### src/design/dma_pkg.sv
package dma_pkg;

  //////////////////////////////
  // Widths and counts
  localparam int DATA_W        = 32;
  localparam int TABLE_ENTRIES = 4;
  localparam int ENTRY_W       = 2;
  localparam int LEN_W         = 4;
  localparam int N_MASTERS     = 2;

  // Master slots behind the memory arbiter
  localparam int M_INIT = 0;
  localparam int M_TGT  = 1;

  //////////////////////////////
  // Register map, byte offset inside an entry's 16-byte block
  localparam logic [3:0] REG_LOCAL  = 4'h0;
  localparam logic [3:0] REG_REMOTE = 4'h4;
  localparam logic [3:0] REG_LEN    = 4'h8;
  localparam logic [3:0] REG_CTRL   = 4'hC;

  // CTRL bits
  localparam int CTRL_START = 0;
  localparam int CTRL_DONE  = 1;

  // Packet kinds
  localparam logic [1:0] KIND_REQ = 2'd1;
  localparam logic [1:0] KIND_ACK = 2'd2;

  // AHB transfer types
  localparam logic [1:0] HT_IDLE   = 2'b00;
  localparam logic [1:0] HT_NONSEQ = 2'b10;

  //////////////////////////////
  // Types
  typedef logic [TABLE_ENTRIES-1:0] entry_mask_t;

  typedef struct packed {
    logic [DATA_W-1:0] local_addr;
    logic [DATA_W-1:0] remote_addr;
    logic [LEN_W-1:0]  len;
  } dma_req_t;

  typedef struct packed {
    logic              sel;
    logic [DATA_W-1:0] addr;
    logic [DATA_W-1:0] wdata;
    logic              write;
    logic [1:0]        trans;
    logic              mastlock;
  } ahb_req_t;

  typedef struct packed {
    logic [DATA_W-1:0] rdata;
    logic              ready;
    logic              resp;
  } ahb_rsp_t;

  typedef struct packed {
    logic [DATA_W-1:0] payload;
    logic              last;
  } noc_flit_t;

  // Payload of the first flit of every packet
  typedef struct packed {
    logic [1:0]                        kind;
    logic [ENTRY_W-1:0]                index;
    logic [LEN_W-1:0]                  len;
    logic [DATA_W-2-ENTRY_W-LEN_W-1:0] rsvd;
  } noc_header_t;

endpackage

### src/design/dma_cfg_slave.sv
`timescale 1ns/1ps

module dma_cfg_slave
  import dma_pkg::*;
(
  input  logic               clk,
  input  logic               rst,
  input  ahb_req_t           cfg_req,
  output ahb_rsp_t           cfg_rsp,
  output logic [ENTRY_W-1:0] tbl_index,
  output dma_req_t           tbl_entry,
  output logic [3:0]         tbl_field,
  output logic               tbl_write,
  output logic               tbl_start,
  output logic               tbl_clear,
  input  dma_req_t           rd_entry,
  input  entry_mask_t        valid,
  input  entry_mask_t        done
);

  logic               dph_active;
  logic               dph_write;
  logic [ENTRY_W-1:0] dph_index;
  logic [3:0]         dph_reg;
  logic [DATA_W-1:0]  rdata;

  //////////////////////////////
  // Address phase
  always_ff @(posedge clk) begin
    if (rst) begin
      dph_active <= 1'b0;
      dph_write  <= 1'b0;
    end else begin
      dph_active <= cfg_req.sel && (cfg_req.trans == HT_NONSEQ);
      dph_write  <= cfg_req.write;
    end
  end

  // Entry in addr[5:4], register in addr[3:0]
  always_ff @(posedge clk) begin
    dph_index <= cfg_req.addr[4 +: ENTRY_W];
    dph_reg   <= cfg_req.addr[3:0];
  end

  //////////////////////////////
  // Data phase, writes
  assign tbl_index = dph_index;
  assign tbl_field = dph_reg;

  // Every field carries the bus word, the table picks by tbl_field
  assign tbl_entry = '{
    local_addr:  cfg_req.wdata,
    remote_addr: cfg_req.wdata,
    len:         cfg_req.wdata[LEN_W-1:0]
  };

  always_comb begin
    tbl_write = 1'b0;
    tbl_start = 1'b0;
    tbl_clear = 1'b0;
    if (dph_active && dph_write) begin
      case (dph_reg)
        REG_LOCAL, REG_REMOTE, REG_LEN: tbl_write = 1'b1;
        REG_CTRL: begin
          tbl_start = cfg_req.wdata[CTRL_START];
          tbl_clear = cfg_req.wdata[CTRL_DONE];
        end
        default: ;
      endcase
    end
  end

  // Data phase, reads see the table as it stands this cycle
  always_comb begin
    rdata = '0;
    case (dph_reg)
      REG_LOCAL:  rdata = rd_entry.local_addr;
      REG_REMOTE: rdata = rd_entry.remote_addr;
      REG_LEN:    rdata = DATA_W'(rd_entry.len);
      REG_CTRL: begin
        rdata[CTRL_START] = valid[dph_index];
        rdata[CTRL_DONE]  = done[dph_index];
      end
      default: ;
    endcase
  end

  // No wait states, always OKAY
  assign cfg_rsp = '{rdata: rdata, ready: 1'b1, resp: 1'b0};

endmodule

### src/design/dma_transfer_table.sv
`timescale 1ns/1ps

module dma_transfer_table
  import dma_pkg::*;
(
  input  logic               clk,
  input  logic               rst,
  input  logic [ENTRY_W-1:0] tbl_index,
  input  dma_req_t           tbl_entry,
  input  logic [3:0]         tbl_field,
  input  logic               tbl_write,
  input  logic               tbl_start,
  input  logic               tbl_clear,
  output dma_req_t           rd_entry,
  input  logic [ENTRY_W-1:0] init_index,
  output dma_req_t           init_entry,
  input  logic               take,
  input  logic               done_pulse,
  input  logic [ENTRY_W-1:0] done_index,
  output entry_mask_t        valid,
  output entry_mask_t        done,
  output entry_mask_t        irq
);

  dma_req_t    entries [TABLE_ENTRIES];
  entry_mask_t valid_q;
  entry_mask_t done_q;
  entry_mask_t irq_q;

  // Field writes from the config slave
  always_ff @(posedge clk) begin
    if (tbl_write) begin
      case (tbl_field)
        REG_LOCAL:  entries[tbl_index].local_addr  <= tbl_entry.local_addr;
        REG_REMOTE: entries[tbl_index].remote_addr <= tbl_entry.remote_addr;
        REG_LEN:    entries[tbl_index].len         <= tbl_entry.len;
        default: ;
      endcase
    end
  end

  //////////////////////////////
  // Status flags
  always_ff @(posedge clk) begin
    if (rst) begin
      valid_q <= '0;
      done_q  <= '0;
      irq_q   <= '0;
    end else begin
      if (take) valid_q[init_index] <= 1'b0;
      // A fresh start overrides take and clears an old done
      if (tbl_start) valid_q[tbl_index] <= 1'b1;
      if (done_pulse) done_q[done_index] <= 1'b1;
      if (tbl_clear) done_q[tbl_index] <= 1'b0;
      if (tbl_start) done_q[tbl_index] <= 1'b0;
      irq_q <= done_q;
    end
  end

  assign rd_entry   = entries[tbl_index];
  assign init_entry = entries[init_index];
  assign valid      = valid_q;
  assign done       = done_q;
  assign irq        = irq_q;

  // The initiator only takes an entry that is still pending
  a_take_valid: assert property (
    @(posedge clk) disable iff (rst) take |-> valid_q[init_index]
  );

endmodule

### src/design/dma_initiator.sv
`timescale 1ns/1ps

module dma_initiator
  import dma_pkg::*;
(
  input  logic               clk,
  input  logic               rst,
  input  entry_mask_t        valid,
  output logic [ENTRY_W-1:0] init_index,
  input  dma_req_t           init_entry,
  output logic               take,
  output logic               done_pulse,
  output logic [ENTRY_W-1:0] done_index,
  output noc_flit_t          noc_out,
  output logic               noc_out_valid,
  input  logic               noc_out_ready,
  input  noc_flit_t          noc_in,
  input  logic               noc_in_valid,
  output logic               noc_in_ready,
  output ahb_req_t           bus_req,
  input  ahb_rsp_t           bus_rsp
);

  typedef enum logic [2:0] {
    S_IDLE, S_HDR, S_ADDR, S_RD_ADDR, S_RD_DATA, S_SEND, S_WAIT_ACK
  } state_e;

  state_e             state;
  logic [ENTRY_W-1:0] idx_q;
  logic [LEN_W-1:0]   len_q;
  logic [LEN_W-1:0]   count_q;
  logic [DATA_W-1:0]  addr_q;
  logic [DATA_W-1:0]  remote_q;
  logic [DATA_W-1:0]  data_q;
  logic               last_word;
  noc_header_t        hdr;
  noc_header_t        ack;

  // Priority pick, lowest index wins
  always_comb begin
    init_index = '0;
    for (int i = TABLE_ENTRIES - 1; i >= 0; i--) begin
      if (valid[i]) init_index = ENTRY_W'(i);
    end
  end

  assign take      = (state == S_IDLE) && (|valid);
  assign last_word = (count_q == len_q);

  // Acknowledge matching by entry index
  assign ack          = noc_header_t'(noc_in.payload);
  assign noc_in_ready = (state == S_WAIT_ACK);
  assign done_pulse   = noc_in_ready && noc_in_valid &&
                        (ack.kind == KIND_ACK) && (ack.index == idx_q);
  assign done_index   = idx_q;

  //////////////////////////////
  // FSM
  always_ff @(posedge clk) begin
    if (rst) begin
      state <= S_IDLE;
    end else begin
      case (state)
        S_IDLE:     if (take) state <= S_HDR;
        S_HDR:      if (noc_out_ready) state <= S_ADDR;
        S_ADDR:     if (noc_out_ready) state <= S_RD_ADDR;
        S_RD_ADDR:  if (bus_rsp.ready) state <= S_RD_DATA;
        S_RD_DATA:  if (bus_rsp.ready) state <= S_SEND;
        S_SEND: begin
          if (noc_out_ready) state <= last_word ? S_WAIT_ACK : S_RD_ADDR;
        end
        S_WAIT_ACK: if (done_pulse) state <= S_IDLE;
        default:    state <= S_IDLE;
      endcase
    end
  end

  // Entry copy, word counter and local address counter
  always_ff @(posedge clk) begin
    if (take) begin
      idx_q    <= init_index;
      len_q    <= init_entry.len;
      addr_q   <= init_entry.local_addr;
      remote_q <= init_entry.remote_addr;
      count_q  <= '0;
    end
    if ((state == S_RD_DATA) && bus_rsp.ready) data_q <= bus_rsp.rdata;
    if ((state == S_SEND) && noc_out_ready) begin
      count_q <= count_q + 1'b1;
      addr_q  <= addr_q + DATA_W'(4);
    end
  end

  // Request packet flits
  always_comb begin
    hdr           = '0;
    hdr.kind      = KIND_REQ;
    hdr.index     = idx_q;
    hdr.len       = len_q;
    noc_out.payload = hdr;
    noc_out.last    = 1'b0;
    noc_out_valid   = 1'b0;
    case (state)
      S_HDR: noc_out_valid = 1'b1;
      S_ADDR: begin
        noc_out_valid   = 1'b1;
        noc_out.payload = remote_q;
      end
      S_SEND: begin
        noc_out_valid   = 1'b1;
        noc_out.payload = data_q;
        noc_out.last    = last_word;
      end
      default: ;
    endcase
  end

  // Single reads, lock held over both phases
  always_comb begin
    bus_req          = '0;
    bus_req.addr     = addr_q;
    bus_req.trans    = HT_IDLE;
    bus_req.sel      = (state == S_RD_ADDR);
    bus_req.mastlock = (state == S_RD_ADDR) || (state == S_RD_DATA);
    if (state == S_RD_ADDR) bus_req.trans = HT_NONSEQ;
  end

  a_flit_hold: assert property (
    @(posedge clk) disable iff (rst)
    noc_out_valid && !noc_out_ready |=> noc_out_valid && $stable(noc_out)
  );

endmodule

### src/design/dma_target.sv
`timescale 1ns/1ps

module dma_target
  import dma_pkg::*;
(
  input  logic      clk,
  input  logic      rst,
  input  noc_flit_t noc_in,
  input  logic      noc_in_valid,
  output logic      noc_in_ready,
  output noc_flit_t noc_out,
  output logic      noc_out_valid,
  input  logic      noc_out_ready,
  output ahb_req_t  bus_req,
  input  ahb_rsp_t  bus_rsp
);

  typedef enum logic [2:0] {
    T_HDR, T_ADDR, T_DATA, T_WR_ADDR, T_WR_DATA, T_ACK
  } state_e;

  state_e             state;
  logic [ENTRY_W-1:0] idx_q;
  logic [LEN_W-1:0]   len_q;
  logic [DATA_W-1:0]  addr_q;
  logic [DATA_W-1:0]  data_q;
  logic               last_q;
  logic               accept;
  noc_header_t        hdr_in;
  noc_header_t        ack;

  assign hdr_in       = noc_header_t'(noc_in.payload);
  assign noc_in_ready = (state == T_HDR) || (state == T_ADDR) || (state == T_DATA);
  assign accept       = noc_in_valid && noc_in_ready;

  //////////////////////////////
  // FSM
  always_ff @(posedge clk) begin
    if (rst) begin
      state <= T_HDR;
    end else begin
      case (state)
        // Anything other than a request header is dropped
        T_HDR:     if (accept && (hdr_in.kind == KIND_REQ)) state <= T_ADDR;
        T_ADDR:    if (accept) state <= T_DATA;
        T_DATA:    if (accept) state <= T_WR_ADDR;
        T_WR_ADDR: if (bus_rsp.ready) state <= T_WR_DATA;
        T_WR_DATA: if (bus_rsp.ready) state <= last_q ? T_ACK : T_DATA;
        T_ACK:     if (noc_out_ready) state <= T_HDR;
        default:   state <= T_HDR;
      endcase
    end
  end

  always_ff @(posedge clk) begin
    if ((state == T_HDR) && accept) begin
      idx_q <= hdr_in.index;
      len_q <= hdr_in.len;
    end
    if ((state == T_ADDR) && accept) addr_q <= noc_in.payload;
    if ((state == T_DATA) && accept) begin
      data_q <= noc_in.payload;
      last_q <= noc_in.last;
    end
    // Next word goes one address up
    if ((state == T_WR_DATA) && bus_rsp.ready) addr_q <= addr_q + DATA_W'(4);
  end

  // One-flit acknowledge
  always_comb begin
    ack             = '0;
    ack.kind        = KIND_ACK;
    ack.index       = idx_q;
    ack.len         = len_q;
    noc_out.payload = ack;
    noc_out.last    = 1'b1;
    noc_out_valid   = (state == T_ACK);
  end

  always_comb begin
    bus_req          = '0;
    bus_req.addr     = addr_q;
    bus_req.wdata    = data_q;
    bus_req.trans    = HT_IDLE;
    bus_req.sel      = (state == T_WR_ADDR);
    bus_req.write    = (state == T_WR_ADDR);
    bus_req.mastlock = (state == T_WR_ADDR) || (state == T_WR_DATA);
    if (state == T_WR_ADDR) bus_req.trans = HT_NONSEQ;
  end

endmodule

### src/design/dma_bus_arbiter.sv
`timescale 1ns/1ps

module dma_bus_arbiter
  import dma_pkg::*;
(
  input  logic     clk,
  input  logic     rst,
  input  ahb_req_t init_req,
  output ahb_rsp_t init_rsp,
  input  ahb_req_t tgt_req,
  output ahb_rsp_t tgt_rsp,
  output ahb_req_t mem_req,
  input  ahb_rsp_t mem_rsp
);

  // One-hot grant, one bit per master slot
  logic [N_MASTERS-1:0] grant;
  logic [N_MASTERS-1:0] grant_nxt;
  logic [N_MASTERS-1:0] lock;
  logic                 owner_lock;

  assign lock[M_INIT] = init_req.mastlock;
  assign lock[M_TGT]  = tgt_req.mastlock;
  assign owner_lock   = |(grant & lock);

  // Owner keeps the bus while locked, else target first
  always_comb begin
    grant_nxt = '0;
    if (owner_lock) begin
      grant_nxt = grant;
    end else if (lock[M_INIT] && !lock[M_TGT]) begin
      grant_nxt[M_INIT] = 1'b1;
    end else begin
      grant_nxt[M_TGT] = 1'b1;
    end
  end

  always_ff @(posedge clk) begin
    if (rst) begin
      grant <= N_MASTERS'(1) << M_TGT;
    end else begin
      grant <= grant_nxt;
    end
  end

  //////////////////////////////
  // Muxes
  always_comb begin
    mem_req        = grant[M_TGT] ? tgt_req : init_req;
    init_rsp       = mem_rsp;
    tgt_rsp        = mem_rsp;
    init_rsp.ready = grant[M_INIT] && mem_rsp.ready;
    tgt_rsp.ready  = grant[M_TGT] && mem_rsp.ready;
  end

  a_grant_held: assert property (
    @(posedge clk) disable iff (rst) owner_lock |=> grant == $past(grant)
  );

endmodule

### src/design/dma_top.sv
`timescale 1ns/1ps

module dma_top
  import dma_pkg::*;
(
  input  logic        clk,
  input  logic        rst,
  input  ahb_req_t    cfg_req,
  output ahb_rsp_t    cfg_rsp,
  output ahb_req_t    mem_req,
  input  ahb_rsp_t    mem_rsp,
  output noc_flit_t   noc_out_req_flit,
  output logic        noc_out_req_valid,
  input  logic        noc_out_req_ready,
  output noc_flit_t   noc_out_res_flit,
  output logic        noc_out_res_valid,
  input  logic        noc_out_res_ready,
  input  noc_flit_t   noc_in_req_flit,
  input  logic        noc_in_req_valid,
  output logic        noc_in_req_ready,
  input  noc_flit_t   noc_in_res_flit,
  input  logic        noc_in_res_valid,
  output logic        noc_in_res_ready,
  output entry_mask_t irq
);

  // Table write port
  logic [ENTRY_W-1:0] tbl_index;
  dma_req_t           tbl_entry;
  logic [3:0]         tbl_field;
  logic               tbl_write;
  logic               tbl_start;
  logic               tbl_clear;
  dma_req_t           rd_entry;
  entry_mask_t        valid;
  entry_mask_t        done;

  // Initiator side of the table
  logic [ENTRY_W-1:0] init_index;
  dma_req_t           init_entry;
  logic               take;
  logic               done_pulse;
  logic [ENTRY_W-1:0] done_index;

  // Memory masters ahead of the arbiter
  ahb_req_t           init_req;
  ahb_rsp_t           init_rsp;
  ahb_req_t           tgt_req;
  ahb_rsp_t           tgt_rsp;

  dma_cfg_slave i_cfg (
    .clk       (clk),
    .rst       (rst),
    .cfg_req   (cfg_req),
    .cfg_rsp   (cfg_rsp),
    .tbl_index (tbl_index),
    .tbl_entry (tbl_entry),
    .tbl_field (tbl_field),
    .tbl_write (tbl_write),
    .tbl_start (tbl_start),
    .tbl_clear (tbl_clear),
    .rd_entry  (rd_entry),
    .valid     (valid),
    .done      (done)
  );

  dma_transfer_table i_table (
    .clk        (clk),
    .rst        (rst),
    .tbl_index  (tbl_index),
    .tbl_entry  (tbl_entry),
    .tbl_field  (tbl_field),
    .tbl_write  (tbl_write),
    .tbl_start  (tbl_start),
    .tbl_clear  (tbl_clear),
    .rd_entry   (rd_entry),
    .init_index (init_index),
    .init_entry (init_entry),
    .take       (take),
    .done_pulse (done_pulse),
    .done_index (done_index),
    .valid      (valid),
    .done       (done),
    .irq        (irq)
  );

  //////////////////////////////
  // Requests go out, acknowledges come back
  dma_initiator i_init (
    .clk           (clk),
    .rst           (rst),
    .valid         (valid),
    .init_index    (init_index),
    .init_entry    (init_entry),
    .take          (take),
    .done_pulse    (done_pulse),
    .done_index    (done_index),
    .noc_out       (noc_out_req_flit),
    .noc_out_valid (noc_out_req_valid),
    .noc_out_ready (noc_out_req_ready),
    .noc_in        (noc_in_res_flit),
    .noc_in_valid  (noc_in_res_valid),
    .noc_in_ready  (noc_in_res_ready),
    .bus_req       (init_req),
    .bus_rsp       (init_rsp)
  );

  dma_target i_tgt (
    .clk           (clk),
    .rst           (rst),
    .noc_in        (noc_in_req_flit),
    .noc_in_valid  (noc_in_req_valid),
    .noc_in_ready  (noc_in_req_ready),
    .noc_out       (noc_out_res_flit),
    .noc_out_valid (noc_out_res_valid),
    .noc_out_ready (noc_out_res_ready),
    .bus_req       (tgt_req),
    .bus_rsp       (tgt_rsp)
  );

  dma_bus_arbiter i_arb (
    .clk      (clk),
    .rst      (rst),
    .init_req (init_req),
    .init_rsp (init_rsp),
    .tgt_req  (tgt_req),
    .tgt_rsp  (tgt_rsp),
    .mem_req  (mem_req),
    .mem_rsp  (mem_rsp)
  );

endmodule

### config.mk
export PLATFORM = sky130hd
export DESIGN_NAME = dma_top
export DESIGN_NICKNAME = d
export VERILOG_FILES = /design/src/design/dma_pkg.sv /design/src/design/dma_cfg_slave.sv /design/src/design/dma_transfer_table.sv /design/src/design/dma_initiator.sv /design/src/design/dma_target.sv /design/src/design/dma_bus_arbiter.sv /design/src/design/dma_top.sv
export SDC_FILE = /design/constraint.sdc
export NUM_CORES = 1
export LEC_CHECK = 0
export ABC_CLOCK_PERIOD_IN_PS = 13550
export BUFFER_PORTS_ARGS = -buffer_cell sky130_fd_sc_hd__buf_2
export CAP_MARGIN = 30
export CELL_PAD_IN_SITES_DETAIL_PLACEMENT = 0
export CELL_PAD_IN_SITES_GLOBAL_PLACEMENT = 1
export CORE_UTILIZATION = 40
export CTS_BUF_LIST = sky130_fd_sc_hd__clkbuf_16
export CTS_CLUSTER_SIZE = 40
export DETAILED_ROUTE_END_ITERATION = 12
export PLACE_DENSITY = 0.71
export SYNTH_ARGS = -nofsm -noshare
export SYNTH_HDL_FRONTEND = slang
export SYNTH_HIERARCHICAL = 1
export SYNTH_SLANG_ARGS = --single-unit
### constraint.sdc
create_clock -name clk -period 13.55 [get_ports clk]
set_clock_uncertainty 0.15 [all_clocks]
set_input_delay 2.71 -clock clk [delete_from_list [all_inputs] [get_ports clk]]
set_output_delay 2.71 -clock clk [all_outputs]
set_load 0.02 [all_outputs]
# == Word level (Yosys, flattened, before mapping) ==
# Memory sizes are Yosys's and may differ from the RTL's. A register that Yosys moved wholly into a read port is not among the register bits.
# Cells that the tools add are included.
# word_totals
regBits,205
ram_bits,272
in_bits,175
output_inout_bits,177
word_cells,177
mem_count,1
# memory_table
memory,words,width,read_ports,rd_ports_with_merged_regs,wr,line_no,text
i_table.entries,4,68,2,1,1,dma_transfer_table.sv:25,dma_req_t entries [TABLE_ENTRIES];
# classes
addsub,3
n_lt_le_gt_ge,6
n_eq_ne,32
muxes,70
bitwise_logic,8
n_reduce_logical,36
# ops
op,count
2-to-1 mux 32 bit,4
case mux 30 bit (3 select lines),1
2-to-1 mux 69 bit,1
"adder 32 x 3 -> 32 bit, second input constant",2
case mux 32 bit (2 select lines),1
2-to-1 mux 3 bit,15
2-to-1 mux 4 bit,10
2-to-1 mux 1 bit,24
case mux 3 bit (7 select lines),1
logical AND 1 bit,20
case mux 3 bit (6 select lines),1
"equality test 3 bit, second input constant",5
"!= test 2 bit, second input constant",7
bitwise AND 4 bit,3
"equality test 3 x 2 -> 1 bit, second input constant",4
2-to-1 mux 2 bit,6
"!= test 2 x 1 -> 1 bit, second input constant",6
"< comparator 2 x 3 -> 1 bit, second input constant",3
"equality test 4 bit, second input constant",2
NOT 4 bit,2
bitwise OR 4 bit,2
case mux 2 bit (4 select lines),1
AND reduction 7 bit,1
demux 1 bit (select 2 bit),3
19 further kinds,30

# == Logic depth before layout (Yosys ltp) ==
# Gate-level depths: netlist of run 1.
# logic_depth
word_depth,14
mapped_depth,8

# == Cells and area by module ==
# Netlist of run 1, hierarchy kept.
# by_module_without_submodules
mod,n_inst,cells_per_inst,area_each_um2
dma_transfer_table,1,507,12240.5
dma_initiator,1,426,5225.0
dma_target,1,294,3558.4
dma_bus_arbiter,1,152,1762.9
dma_cfg_slave,1,149,1273.7

# == Worst setup path before layout of run 1 ==
# OpenSTA, ideal clock, no wires.
# synth_path
path_type,flip-flop to flip-flop
from,"reg i_cfg.dph_reg[0], in the netlist i_cfg/tbl_field[0]"
to,"mem i_table/entries[0][10] (netlist name), enable pin"
setup_time_ns,0.501
t_arrival_ns,4.362
required_time_ns,12.899
path_slack_ns,8.537
stages_incl_launch_ff,5
period_less_slack_ns,5.013
cell_sequence,dfxtp_1 -> nand4bb_1 -> a21oi_1 -> or3b_2 -> nor4_1
# synth_via
elab_chain_cells,6
elab_cells_between_ends,9
classes_between,2 x eq/ne; 5 x mux; 2 x reduce/logical
# synth_rtl
item,line_no,text
start: declaration,dma_cfg_slave.sv:24,logic [3:0] dph_reg;
start signal: assignment,dma_cfg_slave.sv:42,dph_reg <= cfg_req.addr[3:0];
equality test 4 x 3 -> 1 bit (tied with other cells),dma_cfg_slave.sv:62,case (dph_reg)
OR reduction 3 bit (*),dma_cfg_slave.sv:62,
2-to-1 mux 1 bit (*),dma_cfg_slave.sv:62,
2-to-1 mux 1 bit (*),dma_cfg_slave.sv:61,if (dph_active && dph_write) begin
via tbl_write,dma_top.sv:31,logic tbl_write;
2-to-1 mux 1 bit (*),dma_transfer_table.sv:32,if (tbl_write) begin
2-to-1 mux 1 bit (not written as such) (*),dma_transfer_table.sv:35,REG_REMOTE: entries[tbl_index].remote_addr <= tbl_entry.remote_addr;
end: declaration,dma_transfer_table.sv:25,
# Mark *: on every way through the listed nets, which the timed path passes. The rest lies on a longest branch.

==> results of run 1 <==
==> layout by cell type, fill, tap and decap left out, types with 20 or more instances in the layout <==
master and n:
edfxtp_1 449, buf_2 264, mux4_2 112, nor2_1 69, mux2_4 68, conb_1 64
nand2_1 57, a22o_1 53, clkbuf_16 52, a21oi_1 36, xor2_1 31, inv_1 29
nand3_1 29, buf_4 26, dfxtp_1 25, mux4_1 24, o21ai_0 22, nand4_1 20
==> per-stage QoR <==
stage	cells	utilization	power (mW)
6_report	2462	0.449	3.41
5_1_grt	2462	0.449	3.53
4_1_cts	2459	0.448	3.44
3_5_place_dp	2366	0.420	2.04
3_3_place_gp	2364	0.419	2.03
2_1_floorplan	1553	-	1.98
==> routing by layer <==
layer,share of wire,vias up
li1,-,5981
met3,0.051,104
met1,0.40,6880
met2,0.51,339
met5,0.0020,-
met4,0.031,18
==> state kept, by name, indices dropped and copies added (netlist names), 2 cells and up <==
name               flops
i_table/valid          4
i_init/count_q         4
i_init/len_q           4
i_init/data_q         32
i_init/state           3
i_table/irq            4
i_cfg/tbl_field        4
i_init/addr_q         32
i_tgt/len_q            4
i_tgt/state            3
i_tgt/addr_q          32
i_tgt/data_q          32
i_init/done_index      2
i_arb/grant            2
i_cfg/tbl_index        2
i_table/done           4
i_init/remote_q       32
i_table/entries      272
i_tgt/idx_q            2
==> worst paths after layout <==
path | start | end | cells after the start
worst min register to register | i_table/done[2]$_SDFF_PP0_ | i_table/irq[2]$_SDFF_PP0_ | 2
worst max-delay path | i_cfg/tbl_index[0]$_DFF_P_ | cfg_rsp[3] | 5
worst min-delay path | i_table/done[2]$_SDFF_PP0_ | i_table/irq[2]$_SDFF_PP0_ | 2
worst max register to register | i_cfg/tbl_field[3]$_DFF_P_ | i_table/entries[1][12]$_DFFE_PP_ | 4
==> worst max-delay path: stages (launching register included) <==
cell     delay [ns]
dfxtp_4        0.83
buf_4          0.50
mux4_2         0.55
mux2_1         0.37
o221a_2        0.29
buf_2          0.16
==> area by class of cell <==
cell class | instances | area share
sequential | 477 | 0.531
multi-input combinational | 802 | 0.305
timing repair buffer | 293 | 0.0601
clock buffer | 52 | 0.0492
tap | 773 | 0.0365
clock inverter | 41 | 0.0146
inverter | 23 | 0.00326
antenna | 1 | 0.0000946
==> power by group through the flow <==
stage / clock network [mW] / logic [mW] / registers [mW]
finish: 1.40 / 0.337 / 1.67
floorplan: 0 / 0.305 / 1.67
global route: 1.49 / 0.364 / 1.67
global placement: 0 / 0.333 / 1.70
CTS: 1.44 / 0.339 / 1.67
detailed placement: 0 / 0.338 / 1.70
==> flow_summary.toml, run 1 <==
[placed_design]
postPlaceCellArea_sq_mm = 0.0247
port_buffers = 264
pre_cts_slack_ns = 7.48
post-dp-hpwl_microns = 37300
gp_congestion = 0.800

[global_route]
top_usage_layer = "met2"
grt_use_total = 0.188
grt_util_met1 = 0.237
antenna_found_initial = 11
grt_pass1_wl_microns = 84400
overflow = 0
grtUsageMet2 = 0.320
grt_start_max_net_pins = 62
grt_pass1_vias = 13200
use_met3 = 0.0379

[power]
power_frac_seq = 0.490
p_clk_frac = 0.411
switchingPower_mw = 0.822
swShare = 0.241
peakVddDrop_mv = 0.0854
internal_power_mw = 2.59
power_frac_comb = 0.099
p_leak_nw = 9.43
power_density_mw_per_mm2 = 129

[layout]
multi_input_area_sq_mm = 0.00808
fillCellCount = 5173
syn_to_final_growth_pct = 11.2
fin_area_sq_mm = 0.0265
layout-drive-gt1-share = 0.348
fin_nets = 1827
ff_latch_area_sq_mm = 0.0141

[cts]
cts_made_buffers = 52
cts_tree = "built"
post_cts.repair.setup_buffers = 0
cts.sinks = 477
clockBufferDepth = 3
cts_hold_buf = 0
ctsHtreeMaxLevel = 2
clk_latency_ns = 0.61
postCtsResizedCells = 0
cts_root_buf = "clkbuf_16"
path_clk_slew_ns = 0.06

[drt]
drc = 2
ant_nets = 0
drt-wirelength-per-cell_microns = 23.3
vias = 13300
drt_iter0_markers = 975
first_pass_iters = 9
vias_per_cell = 5.41
postRouteWirelength_microns = 57300

[critical_path]
r2r_slack_ns = 10.22
startpoint_type = "flip-flop"
crit_path_end_kind = "primary output"
critPathKind = "reg -> out"
crit_arrival_ns = 3.34
required_ns = 10.69
cp_max_fo = 38

[sta]
rsz0062_at_grt = "no"
max_freq_mhz = 161
slew_viol_final = 0
worstMarginPinSlew_ns = 0.990
fin_crit_ns = 6.20
tns_ns = 0
maxSlewHeadroom = 0.339
hold_viol_final = 0
setup_ws_ns = 7.35
finalSetupViolCount = 0
whs_ns = 0.307
fin_crit_sh = 0.458

[logic_synthesis]
netlist_instances = 1494
ys_warn_count = 6
syn_area_sq_mm = 0.0238
avgSynthCellArea_sq_um = 15.9

[floorplanning]
die_h_microns = 246
coreArea_sq_mm = 0.0589
dieArea_sq_mm = 0.0605
rows = 89
start_util = 0.404
die-width_microns = 246
pin_count = 352

[worst_hold_path]
hold_class = "reg -> reg"

[run]
maxCapViolCount = 0

[outcome]
violations = "design-rule violations"
status = "finished, violations left"
Power figures use the tool's default switching activity.
==> run 2, diff against run 1 <==
Settings changed: ABC_AREA from default to 1, ABC_CLOCK_PERIOD_IN_PS 13550 to 6400, PLACE_DENSITY 0.71 to 0.75.
Clock period 13.55 ns to 6.4 ns, I/O delays scaled along.
==> run 2 against run 1 <==
  * The flow now finishes without violations
  * Worst hold slack got worse by 0.023 ns
  * Register-to-register slack got worse by 7.8 ns
  * Via count rose by 32%
  * Final cell count rose by 39%
  * Setup slack got worse by 5.7 ns
  * Final area rose by 2.1%
  * Core utilization rose by 0.58 points
  * Flip-flop and latch count did not move
  * Sequential power rose by 130%
  * Synthesized cell count rose by 65%
  * Largest cell class unchanged
==> flow_summary.toml, run 2 <==
[cts]
clk_latency_ns = 0.60
cts_tree = "built"
cts_root_buf = "clkbuf_16"
post_cts.repair.setup_buffers = 0
clockBufferDepth = 3
cts_hold_buf = 0
cts.sinks = 477
cts_made_buffers = 51
postCtsResizedCells = 0
ctsHtreeMaxLevel = 2
path_clk_slew_ns = 0.06

[sta]
rsz0062_at_grt = "no"
setup_ws_ns = 1.62
finalSetupViolCount = 0
worstMarginPinSlew_ns = 1.01
fin_crit_ns = 4.78
slew_viol_final = 0
whs_ns = 0.283
hold_viol_final = 0
tns_ns = 0
max_freq_mhz = 209
maxSlewHeadroom = 0.329
fin_crit_sh = 0.746

[critical_path]
reg2reg_from = "i_cfg/tbl_index[0]$_DFF_P_"
rr_worst_depth = 6
critPathKind = "reg -> out"
worst-path-buf-inv = 3
crit_path_end_kind = "primary output"
crit_arrival_ns = 3.35
worstPathCellList = "nand2_1, clkinv_2, buf_4, nand2_1, nand4_1, nand2_1, nand2_1, buf_2"
required_ns = 4.97
cpMostUsedCell = "nand2_1"
cp_top_family = "buffers and inverters"
slowest_stage = "clkinv_2"
r2r_slack_ns = 2.47
startpoint_type = "flip-flop"
regToRegEndpoint = "i_table/entries[1][4]$_DFFE_PP_"
cpPeakStageDelay_ns = 0.70
cp_max_fo = 49

[floorplanning]
die_h_microns = 248
rows = 89
coreArea_sq_mm = 0.0594
start_util = 0.408
die-width_microns = 248
dieArea_sq_mm = 0.0615
pin_count = 352

[drt]
drt-wirelength-per-cell_microns = 19.9
postRouteWirelength_microns = 68300
vias_per_cell = 5.12
drc = 0
drt_iter0_markers = 1327
ant_nets = 0
vias = 17600
first_pass_iters = 8

[layout]
post-route-util = 0.455
top_register = "i_table/entries"
largest_register_ffs = 272
layout-drive-gt1-share = 0.190
final_common_cell = "nand2_1"
syn_to_final_growth_pct = 11.6
fin_nets = 2799
final_cells = 3432
layout_common_cells = "nand2_1 (1037), edfxtp_1 (449), buf_2 (265)"
fin_area_sq_mm = 0.0270

[global_route]
antenna_found_initial = 5
grt_pass1_wl_microns = 101000
grt_use_total = 0.220
grt_pass1_vias = 17100
overflow = 0
grt_start_max_net_pins = 70

[placed_design]
postPlaceCellArea_sq_mm = 0.0253
port_buffers = 264
gp_congestion = 0.873
placed_cells = 3341
pre_cts_slack_ns = 2.29
post-dp-hpwl_microns = 45900

[power]
p_leak_nw = 10.9
switchingPower_mw = 2.61
p_clk_frac = 0.351
swShare = 0.300
peakVddDrop_mv = 0.200
internal_power_mw = 6.09
total_power_mw = 8.70
power_frac_seq = 0.434
power_frac_comb = 0.215
power_density_mw_per_mm2 = 322

[logic_synthesis]
syn_area_sq_mm = 0.0242
netlist_instances = 2472
avgSynthCellArea_sq_um = 9.79
ys_warn_count = 6

[worst_hold_path]
min_to = "i_table/irq[2]$_SDFF_PP0_"
hold_class = "reg -> reg"
holdCritStartpoint = "i_table/done[2]$_SDFF_PP0_"
whs_path_depth = 2

[run]
maxCapViolCount = 0

[outcome]
status = "completed"
==> run 2: changes by cell type in the layout (fill, tap and decap cells not counted), moves of 15 or more <==
cell     change
a21oi_1     -26
a22o_1      -28
a31oi_1     -15
inv_1       +90
mux4_1      -24
mux4_2     -112
nand2_1    +980
nand3_1     +26
nand4_1    +121
nor2_1      +64
nor2_2      +15
nor2_4      +16
o21ai_1     +19
==> run 2: cell type report <==
| cell class | count | area [sq um] |
|---|---|---|
| antenna | 1 | 2.50 |
| clock buffer | 52 | 1300 |
| clock inverter | 38 | 419 |
| fill | 5541 | 32300 |
| inverter | 123 | 464 |
| multi-input combinational | 1674 | 8200 |
| sequential | 477 | 14000 |
| tap | 773 | 967 |
| timing repair buffer | 294 | 1610 |
==> run 2: worst max-delay path by stage <==
stage	from	to	slack, ns	depth (start not counted)
after floorplan	noc_in_req_valid	i_tgt/data_q[0]$_DFFE_PP_	1.24	2
after detailed placement	i_cfg/tbl_index[0]$_DFF_P_	cfg_rsp[27]	2.29	8
after CTS	i_cfg/tbl_index[0]$_DFF_P_	cfg_rsp[27]	1.66	8
final	i_cfg/tbl_index[0]$_DFF_P_	cfg_rsp[27]	1.62	8
after global routing	i_cfg/tbl_index[0]$_DFF_P_	cfg_rsp[27]	1.51	8
after global placement	i_cfg/tbl_index[0]$_DFF_P_	cfg_rsp[27]	2.30	8
==> run 2: worst min-delay path, stage by stage, from the launching register on <==
cell and delay (ns):
dfxtp_1 0.30, inv_1 0.06, nor2_1 0.04
==> run 2: metal layers <==
| metal | vias to the layer above | GRT usage | share of wire |
|---|---|---|---|
| li1 | 8348 | - | - |
| met1 | 8394 | 0.286 | 0.42 |
| met2 | 684 | 0.371 | 0.48 |
| met3 | 143 | 0.0338 | 0.071 |
| met4 | 6 | 0.0778 | 0.030 |
| met5 | - | 0 | 0.00051 |
==> run 2: power groups by stage <==
stage	logic, mW	registers [mW]	clock network, mW
detailed placement	1.88	3.84	0
global route	2.05	3.80	3.24
finish	1.87	3.77	3.05
floorplan	1.53	3.75	0
CTS	1.89	3.78	3.13
global placement	1.87	3.83	0
==> run 3, diff against run 2 <==
Settings changed: ABC_CLOCK_PERIOD_IN_PS 6400 to 4100, PLACE_DENSITY 0.75 to 0.78.
Clock period 6.4 ns to 4.1 ns, I/O delays scaled along.
==> run 3 against run 2 <==
  * Flip-flop and latch count is the same
  * Global-route usage down 0.42 points
  * Critical endpoint is now cfg_rsp[3]
  * Routed wire length shrank 2.5%
  * Die area stayed put
==> flow_summary.toml, run 3 (same netlist as run 2, synthesis figures left out) <==
[layout]
syn_to_final_growth_pct = 11.8
fin_nets = 2805
fin_area_sq_mm = 0.0271
final_cells = 3443
layout-drive-gt1-share = 0.196
multi_input_area_sq_mm = 0.00821
largest_register_ffs = 272
layout_common_cells = "nand2_1 (1037), edfxtp_1 (449), buf_2 (264)"
post-route-util = 0.456
ff_latch_area_sq_mm = 0.0140
final_common_cell = "nand2_1"
fillCellCount = 5481
top_register = "i_table/entries"

[sta]
tns_ns = 0
fin_crit_ns = 3.89
rsz0062_at_grt = "no"
hold_viol_final = 0
fin_crit_sh = 0.949
max_freq_mhz = 257
worstMarginPinSlew_ns = 0.951
maxSlewHeadroom = 0.366
setup_ws_ns = 0.208
finalSetupViolCount = 0
slew_viol_final = 0

[critical_path]
cp_top_family = "simple AND/OR/NAND/NOR gates"
worst-path-buf-inv = 3
crit_arrival_ns = 2.92
startpoint_type = "flip-flop"
cpMostUsedCell = "nand2_1"
r2r_slack_ns = 1.27
cpPeakStageDelay_ns = 0.54
crit_path_end_kind = "primary output"
slowest_stage = "nor2_4"
critPathKind = "reg -> out"
cp_max_fo = 18
worstPathCellList = "inv_1, nor2_4, buf_4, nand2_1, nand4_1, nand2_1, nand3_1, nand2_1, nand2_1, buf_2"
required_ns = 3.13

[drt]
vias = 17600
ant_nets = 0
drt_iter0_markers = 1392
first_pass_iters = 6
drt-wirelength-per-cell_microns = 19.3
vias_per_cell = 5.12
drc = 0
postRouteWirelength_microns = 66600

[floorplanning]
pin_count = 352
start_util = 0.408
die-width_microns = 248
coreArea_sq_mm = 0.0594
dieArea_sq_mm = 0.0615
die_h_microns = 248
rows = 89

[cts]
postCtsResizedCells = 0
clockBufferDepth = 3
cts.sinks = 477
cts_hold_buf = 0
cts_tree = "built"
cts_made_buffers = 52
cts_root_buf = "clkbuf_16"
ctsHtreeMaxLevel = 2
path_clk_slew_ns = 0.07
clk_latency_ns = 0.64
post_cts.repair.setup_buffers = 0

[placed_design]
gp_congestion = 0.881
postPlaceCellArea_sq_mm = 0.0254
post-dp-hpwl_microns = 44800
placed_cells = 3346
port_buffers = 264
pre_cts_slack_ns = 0.869

[global_route]
grt_use_total = 0.215
grt_start_max_net_pins = 72
antenna_found_initial = 5
grt_pass1_wl_microns = 99800
grt_pass1_vias = 17600
overflow = 0

[power]
internal_power_mw = 9.28
swShare = 0.309
peakVddDrop_mv = 0.380
p_leak_nw = 10.9
switchingPower_mw = 4.14
power_frac_seq = 0.437
power_density_mw_per_mm2 = 496
p_clk_frac = 0.343
power_frac_comb = 0.220

[run]
maxCapViolCount = 0

[worst_hold_path]
hold_class = "in -> reg"

[outcome]
status = "completed"
==> run 3: cell count changes in the layout (fill, tap and decap cells not counted), moves of 3 or more <==
cell / change
buf_4: +3
inv_1: -8
clkinv_2: +4
buf_12: +7
clkinvlp_4: +6
buf_16: -3
bufinv_16: -5
clkinv_4: +6
==> run 3: layer usage <==
layer,vias to the layer above,wire [microns],global-route usage
met5,-,45,0
met4,8,2370,0.0909
met3,145,4850,0.0393
met2,692,31400,0.359
met1,8427,27900,0.275
li1,8362,-,-
==> run 3: worst paths after layout <==
| check | endpoint | start | cells after the start |
|---|---|---|---|
| setup reg to reg | i_init/remote_q[30]$_DFFE_PP_ | i_table/valid[2]$_SDFF_PP0_ | 8 |
| setup / recovery | cfg_rsp[3] | i_cfg/tbl_index[1]$_DFF_P_ | 10 |
| hold / removal | i_cfg/tbl_index[0]$_DFF_P_ | cfg_req[40] | 1 |
| hold reg to reg | i_table/irq[3]$_SDFF_PP0_ | i_table/done[3]$_SDFF_PP0_ | 2 |
==> run 3: cell type report <==
type	instances	share of cell area
Clock inverter	43	0.0139
Inverter	123	0.0171
Multi-Input combinational cell	1674	0.303
Sequential cell	477	0.519
Clock buffer	53	0.0490
Antenna cell	1	0.0000925
Timing Repair Buffer	299	0.0618
Tap cell	773	0.0357
==> run 3: worst register-to-register path, cell delays in order, from the launching register on <==
cell and delay, ns:
dfxtp_1 0.37, inv_1 0.05, a21oi_1 0.11, nor2_1 0.17, nand2_1 0.13, clkinv_2 0.71, buf_4 0.52, nand2_1 0.07
nand4_1 0.22
==> run 3: through the flow <==
stage / hold slack [ns] / power, mW
5_1_grt: 0.118 / 14.0
3_5_place_dp: 0.293 / 8.95
6_report: 0.144 / 13.4
2_1_floorplan: 0.266 / 8.24
4_1_cts: 0.113 / 13.6
3_3_place_gp: 0.282 / 8.90
==> run 3: power groups by stage <==
stage	combinational [mW]	clock [mW]	sequential, mW
floorplan	2.39	0	5.86
CTS	2.99	4.70	5.87
global route	3.24	4.87	5.90
detailed placement	2.98	0	5.97
global placement	2.94	0	5.96
finish	2.95	4.60	5.86
